**src/rtl/icache_pkg.sv**
```systemverilog
package icache_pkg;

  // the decoded address view is laid out for this geometry.
  // only the index width may vary, and then the array slices the raw view.
  localparam int DEF_OFFSET_W = 2;
  localparam int DEF_INDEX_W  = 4;
  localparam int DEF_TAG_W    = 32 - DEF_INDEX_W - DEF_OFFSET_W;

  // top address nibble at or above this is cacheable.
  localparam logic [3:0] CACHE_REGION_MIN = 4'h3;

  typedef struct packed {
    logic [DEF_TAG_W-1:0]    tag;
    logic [DEF_INDEX_W-1:0]  index;
    logic [DEF_OFFSET_W-1:0] offset; // byte within the word.
  } fetch_fields_t;

  typedef union packed {
    logic [31:0]   raw;
    fetch_fields_t f;
  } fetch_addr_u;

  // read address, fetch side and memory side.
  typedef struct packed {
    logic [31:0] addr;
  } ar_req_t;

  typedef struct packed {
    logic [31:0] data;
  } fetch_r_t;

  // one beat of the memory read channel.
  typedef struct packed {
    logic [63:0] data;
  } mem_r_t;

  // refill result written into the array.
  typedef struct packed {
    logic        wr;        // write strobe.
    fetch_addr_u addr;
    logic [31:0] word;
    logic        cacheable; // address inside the cacheable region.
  } fill_t;

  typedef logic [31:0] perf_cnt_t;

endpackage

```
**src/rtl/icache_array.sv**
```systemverilog
module icache_array
  import icache_pkg::*;
#(
  parameter int OFFSET_W = 2,
  parameter int INDEX_W  = 4
) (
  input  logic        clk,
  input  logic        rstn,
  input  fetch_addr_u lookup_addr,
  input  fill_t       fill,
  output logic        hit,
  output fetch_r_t    hit_word
);

  localparam int TAG_W = 32 - OFFSET_W - INDEX_W;
  localparam int ROW_N = 1 << INDEX_W;

  logic [ROW_N-1:0] row_valid;
  logic [TAG_W-1:0] row_tag  [ROW_N];
  logic [31:0]      row_data [ROW_N];

  logic [INDEX_W-1:0] rd_index;
  logic [TAG_W-1:0]   rd_tag;
  logic [INDEX_W-1:0] wr_index;
  logic [TAG_W-1:0]   wr_tag;
  logic               wr_en;

  generate
    if (OFFSET_W == DEF_OFFSET_W && INDEX_W == DEF_INDEX_W) begin : g_fields
      assign rd_index = lookup_addr.f.index;
      assign rd_tag   = lookup_addr.f.tag;
      assign wr_index = fill.addr.f.index;
      assign wr_tag   = fill.addr.f.tag;
    end else begin : g_raw
      // geometry differs from the union layout.
      assign rd_index = lookup_addr.raw[OFFSET_W+INDEX_W-1:OFFSET_W];
      assign rd_tag   = lookup_addr.raw[31:OFFSET_W+INDEX_W];
      assign wr_index = fill.addr.raw[OFFSET_W+INDEX_W-1:OFFSET_W];
      assign wr_tag   = fill.addr.raw[31:OFFSET_W+INDEX_W];
    end
  endgenerate

  assign wr_en = fill.wr & fill.cacheable; // uncached words pass through.

  assign hit           = row_valid[rd_index] & (row_tag[rd_index] == rd_tag);
  assign hit_word.data = row_data[rd_index];

  always_ff @(posedge clk) begin
    if (!rstn) begin
      row_valid <= '0;
    end else if (wr_en) begin
      row_valid[wr_index] <= 1'b1;
    end
  end

  always_ff @(posedge clk) begin
    if (wr_en) begin
      row_tag[wr_index]  <= wr_tag;
      row_data[wr_index] <= fill.word;
    end
  end

endmodule

```
**src/rtl/icache_refill.sv**
```systemverilog
module icache_refill
  import icache_pkg::*;
(
  input  logic        clk,
  input  logic        rstn,
  input  logic        miss_start,
  input  fetch_addr_u miss_addr,
  output logic        mem_ar_valid,
  output ar_req_t     mem_ar,
  input  logic        mem_ar_ready,
  input  logic        mem_r_valid,
  input  mem_r_t      mem_r,
  output logic        mem_r_ready,
  output logic        refill_done,
  output fetch_r_t    refill_word,
  output fill_t       fill
);

  typedef enum logic [1:0] {
    ST_IDLE,
    ST_ADDR,
    ST_DATA
  } state_t;

  state_t      state;
  fetch_addr_u addr_q;
  logic [31:0] word_q;
  logic        done_q;
  logic [31:0] beat_word;
  logic        cacheable;

  assign mem_ar_valid = (state == ST_ADDR);
  assign mem_ar.addr  = addr_q.raw;
  assign mem_r_ready  = (state == ST_DATA);

  // bit 2 picks the word within the 64-bit beat.
  assign beat_word = addr_q.raw[2] ? mem_r.data[63:32] : mem_r.data[31:0];
  assign cacheable = (addr_q.raw[31:28] >= CACHE_REGION_MIN);

  always_ff @(posedge clk) begin
    if (!rstn) begin
      state  <= ST_IDLE;
      done_q <= 1'b0;
    end else begin
      done_q <= 1'b0;
      case (state)
        ST_IDLE: begin
          if (miss_start) begin
            state <= ST_ADDR;
          end
        end
        ST_ADDR: begin
          if (mem_ar_ready) begin
            state <= ST_DATA;
          end
        end
        ST_DATA: begin
          if (mem_r_valid) begin
            state  <= ST_IDLE;
            done_q <= 1'b1; // one-cycle pulse.
          end
        end
        default: state <= ST_IDLE;
      endcase
    end
  end

  always_ff @(posedge clk) begin
    if (state == ST_IDLE && miss_start) begin
      addr_q <= miss_addr;
    end
    if (mem_r_valid && mem_r_ready) begin
      word_q <= beat_word;
    end
  end

  assign refill_done      = done_q;
  assign refill_word.data = word_q;

  assign fill.wr        = done_q;
  assign fill.addr      = addr_q;
  assign fill.word      = word_q;
  assign fill.cacheable = cacheable;

endmodule

```
**src/rtl/icache_resp.sv**
```systemverilog
module icache_resp
  import icache_pkg::*;
(
  input  logic        clk,
  input  logic        rstn,
  input  logic        ar_valid,
  input  ar_req_t     ar,
  output logic        ar_ready,
  output logic        r_valid,
  output fetch_r_t    r,
  input  logic        r_ready,
  output fetch_addr_u lookup_addr,
  input  logic        hit,
  input  fetch_r_t    hit_word,
  output logic        miss_start,
  output fetch_addr_u miss_addr,
  input  logic        refill_done,
  input  fetch_r_t    refill_word,
  output perf_cnt_t   hit_count,
  output perf_cnt_t   miss_count
);

  logic        ar_hs;
  logic        r_hs;
  fetch_addr_u addr_q;
  logic        hit_start;
  logic        resp_hit;

  assign ar_hs = ar_valid & ar_ready;
  assign r_hs  = r_valid & r_ready;

  // incoming address while accepting, held address after.
  assign lookup_addr.raw = ar_hs ? ar.addr : addr_q.raw;
  assign miss_addr       = addr_q;

  always_ff @(posedge clk) begin
    if (!rstn) begin
      ar_ready   <= 1'b1;
      r_valid    <= 1'b0;
      miss_start <= 1'b0;
      hit_start  <= 1'b0;
      resp_hit   <= 1'b0;
    end else begin
      miss_start <= ar_hs & ~hit;
      hit_start  <= ar_hs & hit;
      if (ar_hs) begin
        ar_ready <= 1'b0; // one request in flight.
      end
      if (hit_start || refill_done) begin
        r_valid  <= 1'b1;
        resp_hit <= hit_start;
      end else if (r_hs) begin
        r_valid  <= 1'b0;
        ar_ready <= 1'b1;
      end
    end
  end

  always_ff @(posedge clk) begin
    if (ar_hs) begin
      addr_q.raw <= ar.addr;
    end
    if (hit_start) begin
      r <= hit_word;
    end else if (refill_done) begin
      r <= refill_word;
    end
  end

  // counted when the fetch unit takes the word.
  always_ff @(posedge clk) begin
    if (!rstn) begin
      hit_count  <= '0;
      miss_count <= '0;
    end else if (r_hs) begin
      if (resp_hit) begin
        hit_count <= hit_count + 32'd1;
      end else begin
        miss_count <= miss_count + 32'd1;
      end
    end
  end

endmodule

```
**src/rtl/icache_top.sv**
```systemverilog
module icache_top
  import icache_pkg::*;
#(
  parameter int OFFSET_W = 2,
  parameter int INDEX_W  = 4
) (
  input  logic      clk,
  input  logic      rstn,

  input  logic      ar_valid,
  input  ar_req_t   ar,
  output logic      ar_ready,
  output logic      r_valid,
  output fetch_r_t  r,
  input  logic      r_ready,

  output logic      mem_ar_valid,
  output ar_req_t   mem_ar,
  input  logic      mem_ar_ready,
  input  logic      mem_r_valid,
  input  mem_r_t    mem_r,
  output logic      mem_r_ready,

  output perf_cnt_t hit_count,
  output perf_cnt_t miss_count
);

  fetch_addr_u lookup_addr;
  logic        hit;
  fetch_r_t    hit_word;
  logic        miss_start;
  fetch_addr_u miss_addr;
  logic        refill_done;
  fetch_r_t    refill_word;
  fill_t       fill;

  icache_array #(
    .OFFSET_W (OFFSET_W),
    .INDEX_W  (INDEX_W)
  ) u_array (
    .clk         (clk),
    .rstn        (rstn),
    .lookup_addr (lookup_addr),
    .fill        (fill),
    .hit         (hit),
    .hit_word    (hit_word)
  );

  icache_refill u_refill (
    .clk          (clk),
    .rstn         (rstn),
    .miss_start   (miss_start),
    .miss_addr    (miss_addr),
    .mem_ar_valid (mem_ar_valid),
    .mem_ar       (mem_ar),
    .mem_ar_ready (mem_ar_ready),
    .mem_r_valid  (mem_r_valid),
    .mem_r        (mem_r),
    .mem_r_ready  (mem_r_ready),
    .refill_done  (refill_done),
    .refill_word  (refill_word),
    .fill         (fill)
  );

  icache_resp u_resp (
    .clk         (clk),
    .rstn        (rstn),
    .ar_valid    (ar_valid),
    .ar          (ar),
    .ar_ready    (ar_ready),
    .r_valid     (r_valid),
    .r           (r),
    .r_ready     (r_ready),
    .lookup_addr (lookup_addr),
    .hit         (hit),
    .hit_word    (hit_word),
    .miss_start  (miss_start),
    .miss_addr   (miss_addr),
    .refill_done (refill_done),
    .refill_word (refill_word),
    .hit_count   (hit_count),
    .miss_count  (miss_count)
  );

endmodule

```
**config.mk**
```make
export PLATFORM = sky130hd
export DESIGN_NAME = icache_top
export DESIGN_NICKNAME = d
export VERILOG_FILES = /design/src/rtl/icache_pkg.sv /design/src/rtl/icache_array.sv /design/src/rtl/icache_refill.sv /design/src/rtl/icache_resp.sv /design/src/rtl/icache_top.sv
export SDC_FILE = /design/constraint.sdc
export NUM_CORES = 1
export LEC_CHECK = 0
export BUFFER_PORTS_ARGS = -buffer_cell sky130_fd_sc_hd__buf_4
export CAP_MARGIN = 20
export CORE_MARGIN = 4
export CORE_UTILIZATION = 45
export DETAILED_ROUTE_END_ITERATION = 8
export PLACE_DENSITY_LB_ADDON = 0.15
export RECOVER_POWER = 100
export SLEW_MARGIN = 25
export SYNTH_ARGS = -nofsm -noshare
export SYNTH_HDL_FRONTEND = slang
export SYNTH_HIERARCHICAL = 1
export SYNTH_SLANG_ARGS = --single-unit
```
**constraint.sdc**
```tcl
create_clock -name clk -period 6.65 [get_ports clk]
set_input_delay 0.665 -clock clk [delete_from_list [all_inputs] [get_ports clk]]
set_output_delay 0.665 -clock clk [all_outputs]
set_load 0.02 [all_outputs]
```
Word-level counts from Yosys, hierarchy flattened
Memory sizes are Yosys's and may differ from the RTL's.
Index checks and enable logic that the tools add are counted.
- bits in registers: 216
- RAM bits: 928
- bits of input ports: 102
- output and inout bits: 132
- logic and storage cells: 69
- memories kept: 2
- $add $sub $neg: 2
- $lt $le $gt $ge: 4
- eq/ne operators: 6
- mux-type cells: 20
- bitwise operators: 9
- reductions and logical operators: 11
- memories (name ; depth ; width ; read ports ; clocked after Yosys merged registers in ; wr ports ; line ; source):
    u_array.row_data ; 16 ; 32 ; 1 ; 0 ; 1 ; icache_array.sv:20 ; logic [31:0] row_data [ROW_N];
    u_array.row_tag ; 16 ; 26 ; 1 ; 0 ; 1 ; icache_array.sv:19 ; logic [TAG_W-1:0] row_tag [ROW_N];
- operators with widths (operator ; number):
    32-bit 2-to-1 mux ; 4
    32-bit by 1-bit adder with 32-bit output, second input constant ; 2
    26-bit equality test ; 1
    16-bit bitwise OR ; 1
    4-bit by 5-bit less-than comparator with 1-bit output, second input constant ; 2
    1-bit 2-to-1 mux ; 10
    1-bit bitwise AND ; 6
    2-bit 2-to-1 mux ; 3
    2-bit one-hot mux with 3 select lines ; 1
    2-bit AND reduction ; 3
    1-bit binary-select mux with 4-bit select ; 1
    1-bit demux with 4-bit select ; 1
    4-bit by 1-bit >= comparator with 1-bit output, second input constant ; 1
    4-bit by 2-bit >= comparator with 1-bit output, second input constant ; 1
    2-bit by 1-bit != test with 1-bit output, second input constant ; 2
    2-bit nonzero test ; 2
    1-bit logical AND ; 3
    3-bit AND reduction ; 1
    2-bit by 1-bit equality test with 1-bit output, second input constant ; 1
    2-bit equality test, second input constant ; 1
    2-bit logical NOT ; 1
    2-bit != test, second input constant ; 1
    1-bit NOT ; 2
    1-bit logical OR ; 1

Depth between registers and ports, before layout
- word-level depth: 7
- depth in mapped cells: 15
- depth with buffers taken out: 10

By module
Netlist, hierarchy kept.
- modules (own cells, without submodules) (module ; times used ; cells each ; area an instance (um2) ; sequential area each (um2)):
    icache_array ; 1 ; 1563 ; 36560.1 ; 28187.0
    icache_resp ; 1 ; 485 ; 5595.4 ; 2982.9
    icache_refill ; 1 ; 181 ; 3100.5 ; 1981.9

Worst setup path after synthesis
No wires, ideal clock.
- kind: register -> register
- start: register u_refill.addr_q, in the netlist u_refill/mem_ar[28]
- end: memory u_array.row_data[0][0] (enable)
- library setup time: 548 ps
- data arrival time: 5210 ps
- required time: 6102 ps
- setup slack: 893 ps
- cell stages (with the launch flop): 6
- buffers on the path: 1
- clock period less this slack: 5757 ps
- cells stage by stage: edfxtp_1 > a211o_1 > buf_4 > nand2_1 > or3_1 > nor3_1
- longest elaborated chain between the ends: 4
- ends and longest elaborated chain (item ; line ; source):
    from (decl) ; icache_refill.sv:26 ; fetch_addr_u addr_q;
    from (signal assigned) ; icache_refill.sv:70 ; addr_q <= miss_addr;
    4-bit by 2-bit >= comparator with 1-bit output ; icache_refill.sv:38 ; assign cacheable = (addr_q.raw[31:28] >= CACHE_REGION_MIN);
    net u_refill.cacheable ; icache_refill.sv:30 ; logic cacheable;
    1-bit bitwise AND ; icache_array.sv:43 ; assign wr_en = fill.wr & fill.cacheable;
    1-bit 2-to-1 mux ; icache_array.sv:57 ; if (wr_en) begin
    1-bit 2-to-1 mux (not written as such) ; icache_array.sv:59 ; row_data[wr_index] <= fill.word;
    to (decl) ; icache_array.sv:20 ;
The timed path passes the listed nets, and every way through them passes these cells.

==> impl_metrics.ini <==
[cts]
ctsLongestPathBuffers = 3
cts_resized = 0
root_buffer = clkbuf_16
worst_skew_pair.late_latency_ps = 680
postCtsHoldBufs = 0
cts_made_buffers = 113
htreeDepth = 3
cts_tree = done
cts.sinks = 1144
postCtsSetupBuffers = 0
clk_pin_slew_worst_paths_ps = 60

[drt]
avgViaCountPerCell = 5.81
drt_iter0_markers = 2058
wl_per_cell_um = 28.5
drc = 0
drt.antenna.violating_nets = 0
drtPass1Iterations = 5
wirelength_um = 110000
vias = 22400

[die]
core-area_sq_mm = 0.100
start_util = 0.453
die_x_um = 325
die_h_um = 325
io_pins = 234
row_count = 116
dieArea_sq_mm = 0.106

[hold_path]
worstHoldPathCells = 2
hp-class = primary input to flop

[pwr]
ir_drop_v = 0.000245
static-leakage-power_nw = 16.5
power-per-cell-area_mw_per_mm2 = 310

[yosys]
syn_nets = 2333
synth_edf_count = 1024
yosys.area.top_type = edfxtp_1
syn_area_per_cell_sq_um = 20.3
syn_area_sq_mm = 0.0453
synth_seq_cells = 1144
yosysUniqueCellTypes = 75
yosys-top-cells-area = edfxtp_1 68%, mux4_2 12%, dfxtp_1 5.3%, mux2i_1 1.8%, mux2_2 1.7%
synthArstFlopShare = 0
synth_cells = 2229
seq_area_frac_synth = 0.733
synthFlopType = edfxtp_1
ys_warn_count = 6
netlist.area_leader.share = 0.679

[critical_path]
cp_cell_sequence = a211o_1 -> nand2_1 -> or3_1 -> nor2_1 -> clkbuf_2
path_max_fanout = 42
r2r_end = u_array/row_data[4][4]$_DFFE_PP_
worstSetupStartpoint = u_refill/mem_ar[29]$_DFFE_PP_
regToRegSetupSlack_ps = 1120
crit_end = u_array/row_data[4][4]$_DFFE_PP_
arrival_ps = 5780
reg2reg_from = u_refill/mem_ar[29]$_DFFE_PP_
slowest_delay_ps = 1870
critical_path_class = flop to flop
startpoint_type = flop
reg2reg_depth = 5
cp.required_ps = 6900
critPathCaptureType = flop
slowest_stage = nor2_1

[outcome]
violations = capacitance limit, slew limit
status = finished with violations

[finish]
layout.nets = 2561
drive_above_1_share = 0.236
antenna_cells = 0
final_area_sq_mm = 0.0510
syn_to_final_growth_pct = 12.8
stdcell_count = 3850
final_util = 0.510

[timing]
tns_ps = 0
hold_viol = 0
rsz0062_at_grt = false
max_slew_margin = -1.48
maxSlewViolCount = 1131
fin_hold_ws_ps = 221
setup_violations = 0
finalClockSkew_ps = 23.5
fmax_mhz = 181
fin_crit_sh = 0.832
worst_pin_slew_ps = 3720
period_needed_ps = 5530

[grt]
grt_max_degree = 95
grt_overflow = 0
grt_usage = 0.206
antenna_found_initial = 3
grt_pass1_vias = 23400
grt_pass1_wl_um = 160000

[placed_design]
place_inst = 3640
gp_congestion = 0.805
dp_hpwl_um = 61100
io_buffers = 233
place_area_sq_mm = 0.0481

[job]
drv_cap = 36
==> cell type report <==
| class | count | area [sq um] |
|---|---|---|
| sequential | 1144 | 33200 |
| inverter | 15 | 56.3 |
| clock inverter | 58 | 672 |
| fill | 8036 | 49000 |
| tap | 1298 | 1620 |
| timing repair buffer | 281 | 1530 |
| clock buffer | 152 | 3140 |
| multi-input combinational | 902 | 10900 |
==> power breakdown <==
| part | switching [mW] | leakage [nW] | total, mW | internal, mW |
|---|---|---|---|---|
| Combinational | 0.744 | 4.41 | 1.41 | 0.666 |
| Sequential | 0.0675 | 10.2 | 7.90 | 7.83 |
| Clock | 2.66 | 1.85 | 6.51 | 3.85 |
| Total | 3.47 | 16.5 | 15.8 | 12.4 |
==> per-layer routing <==
metal / GRT usage / up-vias / part of all wire
met3: 0.0326 / 157 / 0.054
met4: 0.0511 / 0 / 0.022
li1: - / 9487 / -
met1: 0.286 / 12000 / 0.43
met2: 0.344 / 702 / 0.50
met5: 0 / - / 0
==> state kept, by name (all words and copies together), names as in the netlist <==
signal / count
u_resp/r: 32
u_resp/miss_count: 32
u_refill/mem_ar: 32
u_resp/hit_count: 32
u_refill/state: 2
u_resp/r_valid: 1
u_resp/miss_start: 1
u_refill/refill_done: 1
u_array/row_valid: 16
u_resp/resp_hit: 1
u_array/row_data: 512
u_resp/ar_ready: 1
u_resp/hit_start: 1
u_refill/refill_word: 32
u_resp/miss_addr: 32
u_array/row_tag: 416
==> cell families after synthesis <==
| group | Yosys count | synth area share |
|---|---|---|
| flops | 1144 | 0.733 |
| mux | 434 | 0.172 |
| simple gates | 282 | 0.0365 |
| buf+inv | 183 | 0.0266 |
| compound gates | 109 | 0.0174 |
| xor+xnor | 75 | 0.0145 |
| fa+ha+maj | 2 | 0.000553 |
==> stage by stage <==
| step | worst slack (ps) | total power, mW |
|---|---|---|
| after CTS | 1900 | 16.0 |
| after global placement | 1600 | 9.50 |
| final | 1120 | 15.8 |
| after floorplan | 893 | 9.11 |
| after detailed placement | 1520 | 9.51 |
| after global routing | 827 | 16.4 |
==> critical path, delay by kind of cell (launching register included) <==
kind / cells / cell delay [ps]
AND/OR/NAND/NOR: 3 / 2360
AO/OA/AOI/OAI: 1 / 260
flip-flops: 1 / 740
buffers and inverters: 1 / 1670
==> placed cells by master, fill, tap and decap left out, drive strengths merged, types with 15 or more instances in the layout <==
cell type and instances:
mux4 253, clkinv 36, dfxtp 120, o21a 19
mux2i 82, xnor2 52, o21ai 16, and2 55
nand4 27, xor2 23, inv 15, nand2 44
edfxtp 1024, mux2 99, clkbuf 318, buf 115
nand3 34, nor2 28
==> synthesized netlist by cell type, drive strengths merged (4+ instances only) <==
cell and count:
a211oi 4, a21boi 5, a21oi 10, a22oi 11, a31oi 4, and2 55, and3 12, and4 12
buf 134, clkbuf 33, dfxtp 120, edfxtp 1024, inv 14, mux2 99, mux2i 82, mux4 253
nand2 44, nand2b 13, nand3 34, nand4 27, nor2 28, nor2b 12, nor3 14, nor3b 4
nor4 10, o21a 19, o21ai 16, o221ai 4, o22ai 5, o31ai 4, or3 4, xnor2 52
xor2 23
==> how the worst min path moves through the flow <==
stage,start,to,slack (ps)
3_5_place_dp,u_resp/miss_addr[8]$_DFF_P_,u_refill/mem_ar[8]$_DFFE_PP_,410
2_1_floorplan,u_resp/miss_addr[0]$_DFF_P_,u_refill/mem_ar[0]$_DFFE_PP_,400
3_3_place_gp,u_resp/miss_addr[1]$_DFF_P_,u_refill/mem_ar[1]$_DFFE_PP_,410
6_report,ar[0],u_resp/miss_addr[0]$_DFF_P_,220
5_1_grt,ar[1],u_resp/miss_addr[1]$_DFF_P_,190
4_1_cts,ar[0],u_resp/miss_addr[0]$_DFF_P_,170
No activity file was read; power rests on OpenSTA's default activity.
